`src/logic/xgmii_pkg.sv`:
```
`default_nettype none

package xgmii_pkg;

    // XGMII control characters
    localparam logic [7:0] IDLE_CODE  = 8'h07;
    localparam logic [7:0] START_CODE = 8'hFB;
    localparam logic [7:0] TERM_CODE  = 8'hFD;
    localparam logic [7:0] ERROR_CODE = 8'hFE;

    // Ethernet payload limits and minimum inter-frame gap, in bytes
    localparam int MIN_PAYLOAD_BYTES = 46;
    localparam int MAX_PAYLOAD_BYTES = 1500;
    localparam int MIN_GAP_BYTES     = 12;

    localparam int LEN_W  = 12;    // Byte count width
    localparam int STAT_W = 16;    // Statistics counter width

    typedef enum logic [7:0] {
        CODE_IDLE  = IDLE_CODE,
        CODE_START = START_CODE,
        CODE_TERM  = TERM_CODE,
        CODE_ERROR = ERROR_CODE
    } xgmii_code_e;

    // Lane k is txd[8k+7:8k] with txc[k]
    typedef struct packed {
        logic [63:0] txd;
        logic [7:0]  txc;
    } xgmii_word_t;

    localparam xgmii_word_t IDLE_WORD = '{txd: {8{IDLE_CODE}}, txc: 8'hFF};

    typedef struct packed {
        logic [LEN_W-1:0] len;      // Payload bytes
        logic [7:0]       gap;      // Minimum idle bytes after the frame
        logic [7:0]       seed;     // First payload byte
        logic             bad_code; // Error code in last payload lane
    } frame_req_t;

    typedef struct packed {
        logic [LEN_W-1:0] len;
        logic             len_err;
        logic             code_err;
        logic             gap_err;  // Verdict on the gap before this frame
    } frame_report_t;

    typedef struct packed {
        logic [STAT_W-1:0] frames;
        logic [STAT_W-1:0] len_errs;
        logic [STAT_W-1:0] gap_errs;
        logic [STAT_W-1:0] code_errs;
    } link_stats_t;

    typedef enum logic [1:0] {
        GEN_IDLE,
        GEN_DATA,
        GEN_GAP
    } gen_state_e;

    typedef enum logic [1:0] {
        CHK_WAIT_START,
        CHK_COUNT_DATA,
        CHK_CHECK_GAP
    } chk_state_e;

endpackage

`default_nettype wire

```
`src/logic/xgmii_frame_gen.sv`:
```
`timescale 1ns/1ns
`default_nettype none

module xgmii_frame_gen (
    input  logic                   clk,
    input  logic                   i_rst_n,
    input  logic                   i_req_valid,
    input  xgmii_pkg::frame_req_t  i_req,
    output logic                   o_busy,
    output xgmii_pkg::xgmii_word_t o_xgmii
);
    import xgmii_pkg::*;

    gen_state_e       state;
    gen_state_e       nxt_state;
    frame_req_t       req_q;
    frame_req_t       req_sel;
    logic [LEN_W-1:0] pos;          // Payload index of lane 0 in the next data word
    logic [LEN_W-1:0] pos_base;
    logic [LEN_W-1:0] nxt_pos;
    logic [8:0]       idles;        // Idle bytes sent since the terminate
    logic [8:0]       idles_sum;
    logic [8:0]       nxt_idles;
    logic             first;
    logic [LEN_W:0]   p;
    logic             term_in_word;
    logic [3:0]       tail;
    logic             frame_word;
    xgmii_word_t      word;

    assign o_busy = (state != GEN_IDLE);

    // In IDLE the request is taken straight from the port so the start word
    // goes out on the sampling edge
    assign first    = (state == GEN_IDLE);
    assign req_sel  = first ? i_req : req_q;
    assign pos_base = first ? '0 : pos;

    // Lane assembly
    always_comb begin
        word         = IDLE_WORD;
        term_in_word = 1'b0;
        tail         = '0;
        p            = '0;
        for (int k = 0; k < 8; k++) begin
            p = {1'b0, pos_base} + (LEN_W+1)'(k) - (LEN_W+1)'(first);
            if (first && k == 0) begin
                word.txd[7:0] = CODE_START;
                word.txc[0]   = 1'b1;
            end else if (p < {1'b0, req_sel.len}) begin
                if (req_sel.bad_code && p == {1'b0, req_sel.len} - 1'b1) begin
                    word.txd[8*k +: 8] = CODE_ERROR;  // Injected error
                    word.txc[k]        = 1'b1;
                end else begin
                    word.txd[8*k +: 8] = req_sel.seed + p[7:0];
                    word.txc[k]        = 1'b0;
                end
            end else if (p == {1'b0, req_sel.len}) begin
                word.txd[8*k +: 8] = CODE_TERM;
                word.txc[k]        = 1'b1;
                term_in_word       = 1'b1;
            end else begin
                tail = tail + 1'b1;  // Lane stays idle
            end
        end
    end

    assign frame_word = (state == GEN_DATA) || (first && i_req_valid);
    assign idles_sum  = idles + 9'd8;

    always_comb begin
        nxt_state = state;
        nxt_pos   = pos;
        nxt_idles = idles;
        case (state)
            GEN_IDLE, GEN_DATA: begin
                if (frame_word) begin
                    if (term_in_word) begin
                        if ({5'd0, tail} >= {1'b0, req_sel.gap}) begin
                            nxt_state = GEN_IDLE;  // Trailing lanes cover the gap
                        end else begin
                            nxt_state = GEN_GAP;
                            nxt_idles = {5'd0, tail};
                        end
                    end else begin
                        nxt_state = GEN_DATA;
                        nxt_pos   = pos_base + (first ? LEN_W'(7) : LEN_W'(8));
                    end
                end
            end
            GEN_GAP: begin
                if (idles_sum >= {1'b0, req_q.gap}) begin
                    nxt_state = GEN_IDLE;
                end else begin
                    nxt_idles = idles_sum;
                end
            end
            default: nxt_state = GEN_IDLE;
        endcase
    end

    always_ff @(posedge clk or negedge i_rst_n) begin
        if (!i_rst_n) begin
            state   <= GEN_IDLE;
            pos     <= '0;
            idles   <= '0;
            o_xgmii <= IDLE_WORD;
        end else begin
            state   <= nxt_state;
            pos     <= nxt_pos;
            idles   <= nxt_idles;
            o_xgmii <= frame_word ? word : IDLE_WORD;
        end
    end

    always_ff @(posedge clk) begin
        if (first && i_req_valid) begin
            req_q <= i_req;
        end
    end

endmodule

`default_nettype wire

```
`src/logic/xgmii_frame_checker.sv`:
```
`timescale 1ns/1ns
`default_nettype none

module xgmii_frame_checker (
    input  logic                     clk,
    input  logic                     i_rst_n,
    input  xgmii_pkg::xgmii_word_t   i_xgmii,
    output logic                     o_report_valid,
    output xgmii_pkg::frame_report_t o_report
);
    import xgmii_pkg::*;

    chk_state_e       state;
    logic [LEN_W-1:0] pay_cnt;      // Payload bytes so far
    logic [LEN_W-1:0] gap_cnt;      // Idle bytes since the last terminate
    logic             code_err_q;   // Code errors pending for the next report
    logic             gap_err_q;    // Gap verdict held for the current frame

    xgmii_code_e      lane_code;
    logic             start_hit;
    logic             scan_on;
    logic             first_lane;
    logic             term_seen;
    logic             word_err;
    logic             gap_bad;
    logic [3:0]       data_bytes;
    logic [3:0]       tail_idles;
    logic [3:0]       gap_bytes;
    logic [LEN_W:0]   pay_sum;
    logic [LEN_W-1:0] pay_tot;
    logic [LEN_W:0]   gap_sum;
    logic [LEN_W-1:0] gap_tot;
    logic             gap_short;
    logic             err_sum;

    // Start is legal in lane 0 only
    assign start_hit = i_xgmii.txc[0] && (state != CHK_COUNT_DATA) &&
                       (xgmii_code_e'(i_xgmii.txd[7:0]) == CODE_START);
    assign scan_on    = (state == CHK_COUNT_DATA) || start_hit;
    assign first_lane = start_hit;

    // Lane scan of the current word
    always_comb begin
        lane_code  = CODE_IDLE;
        term_seen  = 1'b0;
        word_err   = 1'b0;
        gap_bad    = 1'b0;
        data_bytes = '0;
        tail_idles = '0;
        gap_bytes  = '0;
        for (int k = 0; k < 8; k++) begin
            lane_code = xgmii_code_e'(i_xgmii.txd[8*k +: 8]);
            if (!scan_on) begin
                if (i_xgmii.txc[k] && lane_code == CODE_IDLE) begin
                    gap_bytes = gap_bytes + 1'b1;
                end else begin
                    gap_bad = 1'b1;  // Data or stray control in the gap
                end
            end else if (k >= 32'(first_lane)) begin
                if (term_seen) begin
                    if (i_xgmii.txc[k] && lane_code == CODE_IDLE) begin
                        tail_idles = tail_idles + 1'b1;
                    end else begin
                        word_err = 1'b1;
                    end
                end else if (i_xgmii.txc[k]) begin
                    if (lane_code == CODE_TERM) begin
                        term_seen = 1'b1;
                    end else begin
                        word_err   = 1'b1;  // Control inside the payload
                        data_bytes = data_bytes + 1'b1;
                    end
                end else begin
                    data_bytes = data_bytes + 1'b1;
                end
            end
        end
    end

    // Byte counts saturate rather than wrap
    assign pay_sum = (start_hit ? '0 : {1'b0, pay_cnt}) + {{(LEN_W-3){1'b0}}, data_bytes};
    assign pay_tot = pay_sum[LEN_W] ? '1 : pay_sum[LEN_W-1:0];
    assign gap_sum = {1'b0, gap_cnt} + {{(LEN_W-3){1'b0}}, gap_bytes};
    assign gap_tot = gap_sum[LEN_W] ? '1 : gap_sum[LEN_W-1:0];

    // No gap to judge before the first frame after reset
    assign gap_short = (state == CHK_CHECK_GAP) && (gap_cnt < MIN_GAP_BYTES);
    assign err_sum   = code_err_q | word_err;

    always_ff @(posedge clk or negedge i_rst_n) begin
        if (!i_rst_n) begin
            state          <= CHK_WAIT_START;
            pay_cnt        <= '0;
            gap_cnt        <= '0;
            code_err_q     <= 1'b0;
            gap_err_q      <= 1'b0;
            o_report_valid <= 1'b0;
        end else begin
            o_report_valid <= scan_on && term_seen;
            if (start_hit) begin
                gap_err_q <= gap_short;
            end
            if (scan_on) begin
                if (term_seen) begin
                    state      <= CHK_CHECK_GAP;
                    pay_cnt    <= '0;
                    gap_cnt    <= LEN_W'(tail_idles);
                    code_err_q <= 1'b0;
                end else begin
                    state      <= CHK_COUNT_DATA;
                    pay_cnt    <= pay_tot;
                    code_err_q <= err_sum;
                end
            end else if (state == CHK_CHECK_GAP) begin
                gap_cnt <= gap_tot;
                if (gap_bad) begin
                    code_err_q <= 1'b1;  // Charged to the next frame
                end
            end
        end
    end

    always_ff @(posedge clk) begin
        if (scan_on && term_seen) begin
            o_report.len      <= pay_tot;
            o_report.len_err  <= (pay_tot < MIN_PAYLOAD_BYTES) ||
                                 (pay_tot > MAX_PAYLOAD_BYTES);
            o_report.code_err <= err_sum;
            o_report.gap_err  <= start_hit ? gap_short : gap_err_q;
        end
    end

endmodule

`default_nettype wire

```
`src/logic/xgmii_link_stats.sv`:
```
`timescale 1ns/1ns
`default_nettype none

module xgmii_link_stats (
    input  logic                     clk,
    input  logic                     i_rst_n,
    input  logic                     i_report_valid,
    input  xgmii_pkg::frame_report_t i_report,
    output xgmii_pkg::link_stats_t   o_stats
);
    import xgmii_pkg::*;

    link_stats_t stats;
    link_stats_t nxt_stats;

    // Saturating increment, holds at all ones
    function automatic logic [STAT_W-1:0] sat_inc(
        input logic [STAT_W-1:0] v,
        input logic              en
    );
        logic [STAT_W-1:0] r;
        r = v;
        if (en && v != '1) begin
            r = v + 1'b1;
        end
        return r;
    endfunction

    always_comb begin
        nxt_stats = stats;
        if (i_report_valid) begin
            nxt_stats.frames    = sat_inc(stats.frames, 1'b1);
            nxt_stats.len_errs  = sat_inc(stats.len_errs, i_report.len_err);
            nxt_stats.gap_errs  = sat_inc(stats.gap_errs, i_report.gap_err);
            nxt_stats.code_errs = sat_inc(stats.code_errs, i_report.code_err);
        end
    end

    always_ff @(posedge clk or negedge i_rst_n) begin
        if (!i_rst_n) begin
            stats <= '0;
        end else begin
            stats <= nxt_stats;
        end
    end

    assign o_stats = stats;

endmodule

`default_nettype wire

```
`src/logic/xgmii_link_top.sv`:
```
`timescale 1ns/1ns
`default_nettype none

module xgmii_link_top (
    input  logic                     clk,
    input  logic                     i_rst_n,
    input  logic                     i_req_valid,
    input  xgmii_pkg::frame_req_t    i_req,
    output logic                     o_busy,
    output xgmii_pkg::xgmii_word_t   o_xgmii,
    output logic                     o_report_valid,
    output xgmii_pkg::frame_report_t o_report,
    output xgmii_pkg::link_stats_t   o_stats
);

    // Generator drives the lanes seen by the checker and the outside
    xgmii_frame_gen gen_i (
        .clk         (clk),
        .i_rst_n     (i_rst_n),
        .i_req_valid (i_req_valid),
        .i_req       (i_req),
        .o_busy      (o_busy),
        .o_xgmii     (o_xgmii)
    );

    xgmii_frame_checker chk_i (
        .clk            (clk),
        .i_rst_n        (i_rst_n),
        .i_xgmii        (o_xgmii),
        .o_report_valid (o_report_valid),
        .o_report       (o_report)
    );

    xgmii_link_stats stats_i (
        .clk            (clk),
        .i_rst_n        (i_rst_n),
        .i_report_valid (o_report_valid),
        .i_report       (o_report),
        .o_stats        (o_stats)
    );

endmodule

`default_nettype wire

```
`config.mk`:
```
export PLATFORM = sky130hd
export DESIGN_NAME = xgmii_link_top
export DESIGN_NICKNAME = d
export VERILOG_FILES = /design/src/logic/xgmii_pkg.sv /design/src/logic/xgmii_frame_gen.sv /design/src/logic/xgmii_frame_checker.sv /design/src/logic/xgmii_link_stats.sv /design/src/logic/xgmii_link_top.sv
export SDC_FILE = /design/constraint.sdc
export NUM_CORES = 1
export LEC_CHECK = 0
export BUFFER_PORTS_ARGS = -buffer_cell sky130_fd_sc_hd__buf_2
export CAP_MARGIN = 20
export CELL_PAD_IN_SITES_DETAIL_PLACEMENT = 1
export CELL_PAD_IN_SITES_GLOBAL_PLACEMENT = 2
export CORE_UTILIZATION = 26
export CTS_CLUSTER_DIAMETER = 30
export DETAILED_ROUTE_END_ITERATION = 8
export PLACE_DENSITY_LB_ADDON = 0.1
export SLEW_MARGIN = 30
export SYNTH_ARGS = -nofsm -noshare
export SYNTH_HDL_FRONTEND = slang
export SYNTH_SLANG_ARGS = --single-unit
```
`constraint.sdc`:
```
create_clock -name clk -period 21.8 [get_ports clk]
set_clock_uncertainty 0.05 [all_clocks]
set_input_delay 2.18 -clock clk [delete_from_list [all_inputs] [get_ports clk]]
set_output_delay 2.18 -clock clk [all_outputs]
set_load 0.02 [all_outputs]
```
-- After elaboration in Yosys (flattened, before gate mapping)
Cells that the tools add are included.
- add/subtract/negate cells: 59
- $lt $le $gt $ge: 14
- equal/unequal tests: 48
- mux-type cells: 258
- bitwise logic cells: 2
- reductions and logical operators: 42
- operators with widths (operator ; number):
    4-bit 2-to-1 mux ; 81
    8-bit 2-to-1 mux ; 25
    1-bit 2-to-1 mux ; 131
    4-bit by 1-bit adder with 4-bit output, second input constant ; 27
    13-bit by 12-bit == test with 1-bit output ; 8
    13-bit == test ; 8
    13-bit by 12-bit less-than comparator with 1-bit output ; 8
    12-bit 2-to-1 mux ; 8
    13-bit by 1-bit subtractor with 13-bit output ; 7
    8-bit == test, second input constant ; 9
    72-bit 2-to-1 mux ; 1
    16-bit by 1-bit adder with 16-bit output, second input constant ; 4
    8-bit adder ; 8
    8-bit by 3-bit == test with 1-bit output, second input constant ; 8
    16-bit inequality test, second input constant ; 4
    12-bit by 3-bit adder with 13-bit output, second input constant ; 4
    9-bit 2-to-1 mux ; 4
    29-bit 2-to-1 mux ; 1
    12-bit by 2-bit adder with 13-bit output, second input constant ; 2
    1-bit logical AND ; 24
    9-bit one-hot mux with 2 select lines ; 1
    2-bit AND reduction ; 7
    12-bit by 1-bit adder with 13-bit output, second input constant ; 1
    12-bit by 4-bit adder with 13-bit output ; 1
    other kinds (25) ; 41
- flip-flop bits (word level): 232
- input bits: 32
- logic and storage cells: 446

-- Logic depth before layout (Yosys ltp)
- word-level depth: 45
- gate-level depth with buffers: 47
- depth with buffers taken out: 44

-- Hierarchy
Synthesis repeated with hierarchy kept, for this count alone.
- cell total of the unflattened synthesis: 2477
- area, all modules: 21630.7 µm²
- by module, submodules not included (module ; times used ; cells each ; area each (µm²) ; seq. area each (µm²)):
    xgmii_frame_gen ; 1 ; 1568 ; 13579.3 ; 3288.2
    xgmii_frame_checker ; 1 ; 605 ; 4798.4 ; 1176.1
    xgmii_link_stats ; 1 ; 304 ; 3253.1 ; 1601.5

-- Worst setup path before layout
Ideal clock, no wire load.
- path kind: flip-flop to flip-flop
- from: reg gen_i.state[1]
- to: reg gen_i.idles[6]
- library setup time: 0.121 ns
- arrival: 10.110 ns
- required time: 21.629 ns
- slack: 11.519 ns
- cell stages (with the launch flop): 48
- buffers on the path: 6
- period minus slack after synthesis: 10.281 ns
- path through: dfrtp_1 > or2_1 > buf_6 > clkbuf_1 > clkbuf_1 > clkbuf_1 > nand2_1 > ha_1 > clkbuf_1 > o21bai_1 > a21oi_1 > o21ai_0 > a21oi_1 > xnor2_1 > inv_1 > ha_1 > and3_1 > a221oi_1 > [12 not listed] > nor2b_1 > inv_1 > nand2_1 > ha_1 > mux2_2 > ha_1 > o22ai_1 > a21oi_1 > ha_1 > mux2_2 > ha_1 > a21o_1 > a21o_1 > a21oi_1 > o211a_1 > nor2_1 > a21o_1 > a22o_1
- cells in the longest elaborated chain, start to end: 31
- elaborated cells on any way between the ends: 88
- those cells by class: 22 x add/sub; 9 x order compare; 14 x eq/ne; 37 x mux; 6 x reduce/logical
- RTL lines (what ; RTL line ; source):
    start, declared ; xgmii_frame_gen.sv:14 ; gen_state_e state;
    start signal, assigned ; xgmii_frame_gen.sv:109 ; state <= nxt_state;
    parallel branches: the longest is 31 deep, another holds 12-bit by 1-bit subtractor with 13-bit output ; -- ;
    end signal, assigned ; xgmii_frame_gen.sv:111 ; idles <= nxt_idles;
    end, declared ; xgmii_frame_gen.sv:21 ; logic [8:0] idles;
Several ways; the timed one is not identified.
A chain may end at the register's enable or synchronous reset.

-- Final worst setup path
Same ends and word-level chain as after synthesis.

==> impl_metrics.ini <==
[critical_path]
end_kind = flip-flop
worst_setup_path_start_kind = flip-flop
cp.arrival_ps = 12070
cpMostUsedCell = ha_1
rrSetupSlack_ps = 10150
worst_r2r_path_depth = 41
critical_path_class = flip-flop to flip-flop
required_ps = 22210
cp_max_fo = 13
slowest_delay_ps = 660
crit_path_top_delay_cell = a21oi_1

[clocking]
cts_max_path_buffers = 3
cts_resized = 0
cts-root-buf = clkbuf_16
cts_tree = done
clock-sinks = 232
cts_hold_buffers = 0
path_clk_slew_ps = 40
cts_buffers = 70
h-tree-depth = 3
clk_latency_ps = 590
post_cts_buffers = 0

[yosys]
postSynthCellCount = 2277
ys.warnings.count = 0
yosys_register_bits = 232
synth_area_per_cell_um2 = 8.869
ys_top_cells_by_area = dfrtp_1, ha_1, xnor2_1, edfxtp_1, xor2_1
ys_async_sr_fraction_pct = 81.03
yosysUniqueCellTypes = 89
synth_top_area_share_pct = 19.33
yosys.area.top_type = dfrtp_1
synth_edf_count = 44
ys_seq_area_share_pct = 30.04
syn_nets = 2543
ys_dominant_reg_cell = dfrtp_1
synth_area_mm2 = 0.02020

[placed_design]
portBuffers = 184
dp_worst_setup_slack_ps = 9994
dp_hpwl_um = 69420
dpl_cell_area_mm2 = 0.02264
place_congestion = 0.8802

[grt]
grt_first_pass_wirelength_um = 126100
grt_max_degree = 80
grt_use_total_pct = 21.42
grt_pass1_vias = 19170
grt_overflow = 0
antenna_found_initial = 1

[timing]
setup_slack_ps = 10150
drv_slew = 0
slew-limit-headroom_pct = 36.89
setup_tns_ps = 0
period_minus_slack_ps = 11650
rsz0062_at_grt = false
fmax_ghz = 0.08582
worst_pin_slew_ps = 940.0
hold_viol = 0
setup_viol = 0
fin_crit_sh_pct = 53.45

[floorplanning]
die_w_um = 280.7
start_util_pct = 26.42
ios = 185
die_h_um = 280.7
row_count = 101
core-area_mm2 = 0.07645
die_area_mm2 = 0.07880

[min_path]
hold_class = flip-flop to flip-flop
min_path_cells = 2

[cells_and_area]
synthToLayoutAreaGrowth_pct = 24.64
fin_nets = 2796
fin_area_mm2 = 0.02517
layout_commonest_cell = xnor2_1
final_cell_mix = xnor2_1, ha_1, nand2_1, buf_2, a21oi_1
drive_gt1_share_pct = 17.54
final_core_util_pct = 32.92

[detailed_routing]
vias = 18060
wl_per_cell_um = 23.28
drt_wl_total_um = 84240
drt_pass1_iterations = 5
detail-route-antenna-nets = 0
drc = 0
drtIter0Drc = 957
viasPerCell = 4.991

[run_status]
status = finished, final reports clean

[job]
maxCapViolations = 0
-- critical path: cells and delay by family, from the launching register on --
family,cells,cell delay [ps]
xor gates and xnor gates,1,250
muxes,3,910
and+or+nand+nor,9,2410
buffers and inverters,4,580
adders and majority gates,9,2970
AOI/OAI and AO/OA,15,3820
DFF,1,520
-- through the flow --
stage          instances  hold WS [ps]
6_report            3619         429.7
5_1_grt             3618         461.5
4_1_cts             3618         437.6
3_5_place_dp        3488         428.0
3_3_place_gp        3488         416.3
2_1_floorplan       2277         391.8
-- registers in the layout, summed over array words and instances (netlist names), 9 cells and up --
signal and flops:
gen_i.o_xgmii 72, stats_i.o_stats 64, gen_i.req_q 29, chk_i.o_report 15, chk_i.gap_cnt 12, chk_i.pay_cnt 12, gen_i.pos 12, gen_i.idles 9
-- synth_stat cells (42+ instances only) --
| master | number |
|---|---|
| a21o_1 | 42 |
| a21oi_1 | 165 |
| dfrtp_1 | 156 |
| edfxtp_1 | 44 |
| ha_1 | 225 |
| inv_1 | 103 |
| nand2_1 | 221 |
| nand3_1 | 100 |
| nand4_1 | 50 |
| nor2_1 | 131 |
| nor3_1 | 59 |
| o21ai_0 | 93 |
| xnor2_1 | 250 |
| xor2_1 | 100 |
-- path summary, 6_finish.rpt --
check	startpoint	to
worst min-delay path	chk_i.pay_cnt[0]	chk_i.pay_cnt[0]
worst min register to register	chk_i.pay_cnt[0]	chk_i.pay_cnt[0]
worst max register to register	gen_i.state[1]	gen_i.idles[6]
min in group asynchronous	i_rst_n	chk_i.pay_cnt[0]
worst max-delay path	gen_i.state[1]	gen_i.idles[6]
max in group asynchronous	i_rst_n	gen_i.pos[9]
-- logic make-up (layout without fill, tap and decap cells) --
logic type,Yosys count,in the layout,synth area share [%]
AOI/OAI and AO/OA,469,469,14.66
other,0,1,0
xor gates and xnor gates,353,353,15.48
and+or+nand+nor,783,783,19.59
adders and majority gates,234,234,14.83
muxes,41,41,2.168
buffers and inverters,165,476,3.234
DFF,232,232,30.04
-- area by class of cell --
cell class	instances	area [um^2]
Fill cell	8870	51280
Multi-Input combinational cell	1880	13570
Sequential cell	232	6066
Clock buffer	90	1959
Timing Repair Buffer	235	1313
Tap cell	1030	1289
Clock inverter	40	551.8
Inverter	111	416.7
Antenna cell	1	2.502
-- routing by layer --
metal | track usage (%) | vias to the layer above | share of wire [%]
met5 | 0 | - | 0
met4 | 6.459 | 0 | 2.8
met3 | 2.835 | 117 | 3.5
met2 | 37.59 | 315 | 49
met1 | 27.09 | 8969 | 45
li1 | - | 8663 | -
Power is left out: the tool's default activity adds up to more than one toggle a clock period on the data nets, which glitch-free logic cannot reach.
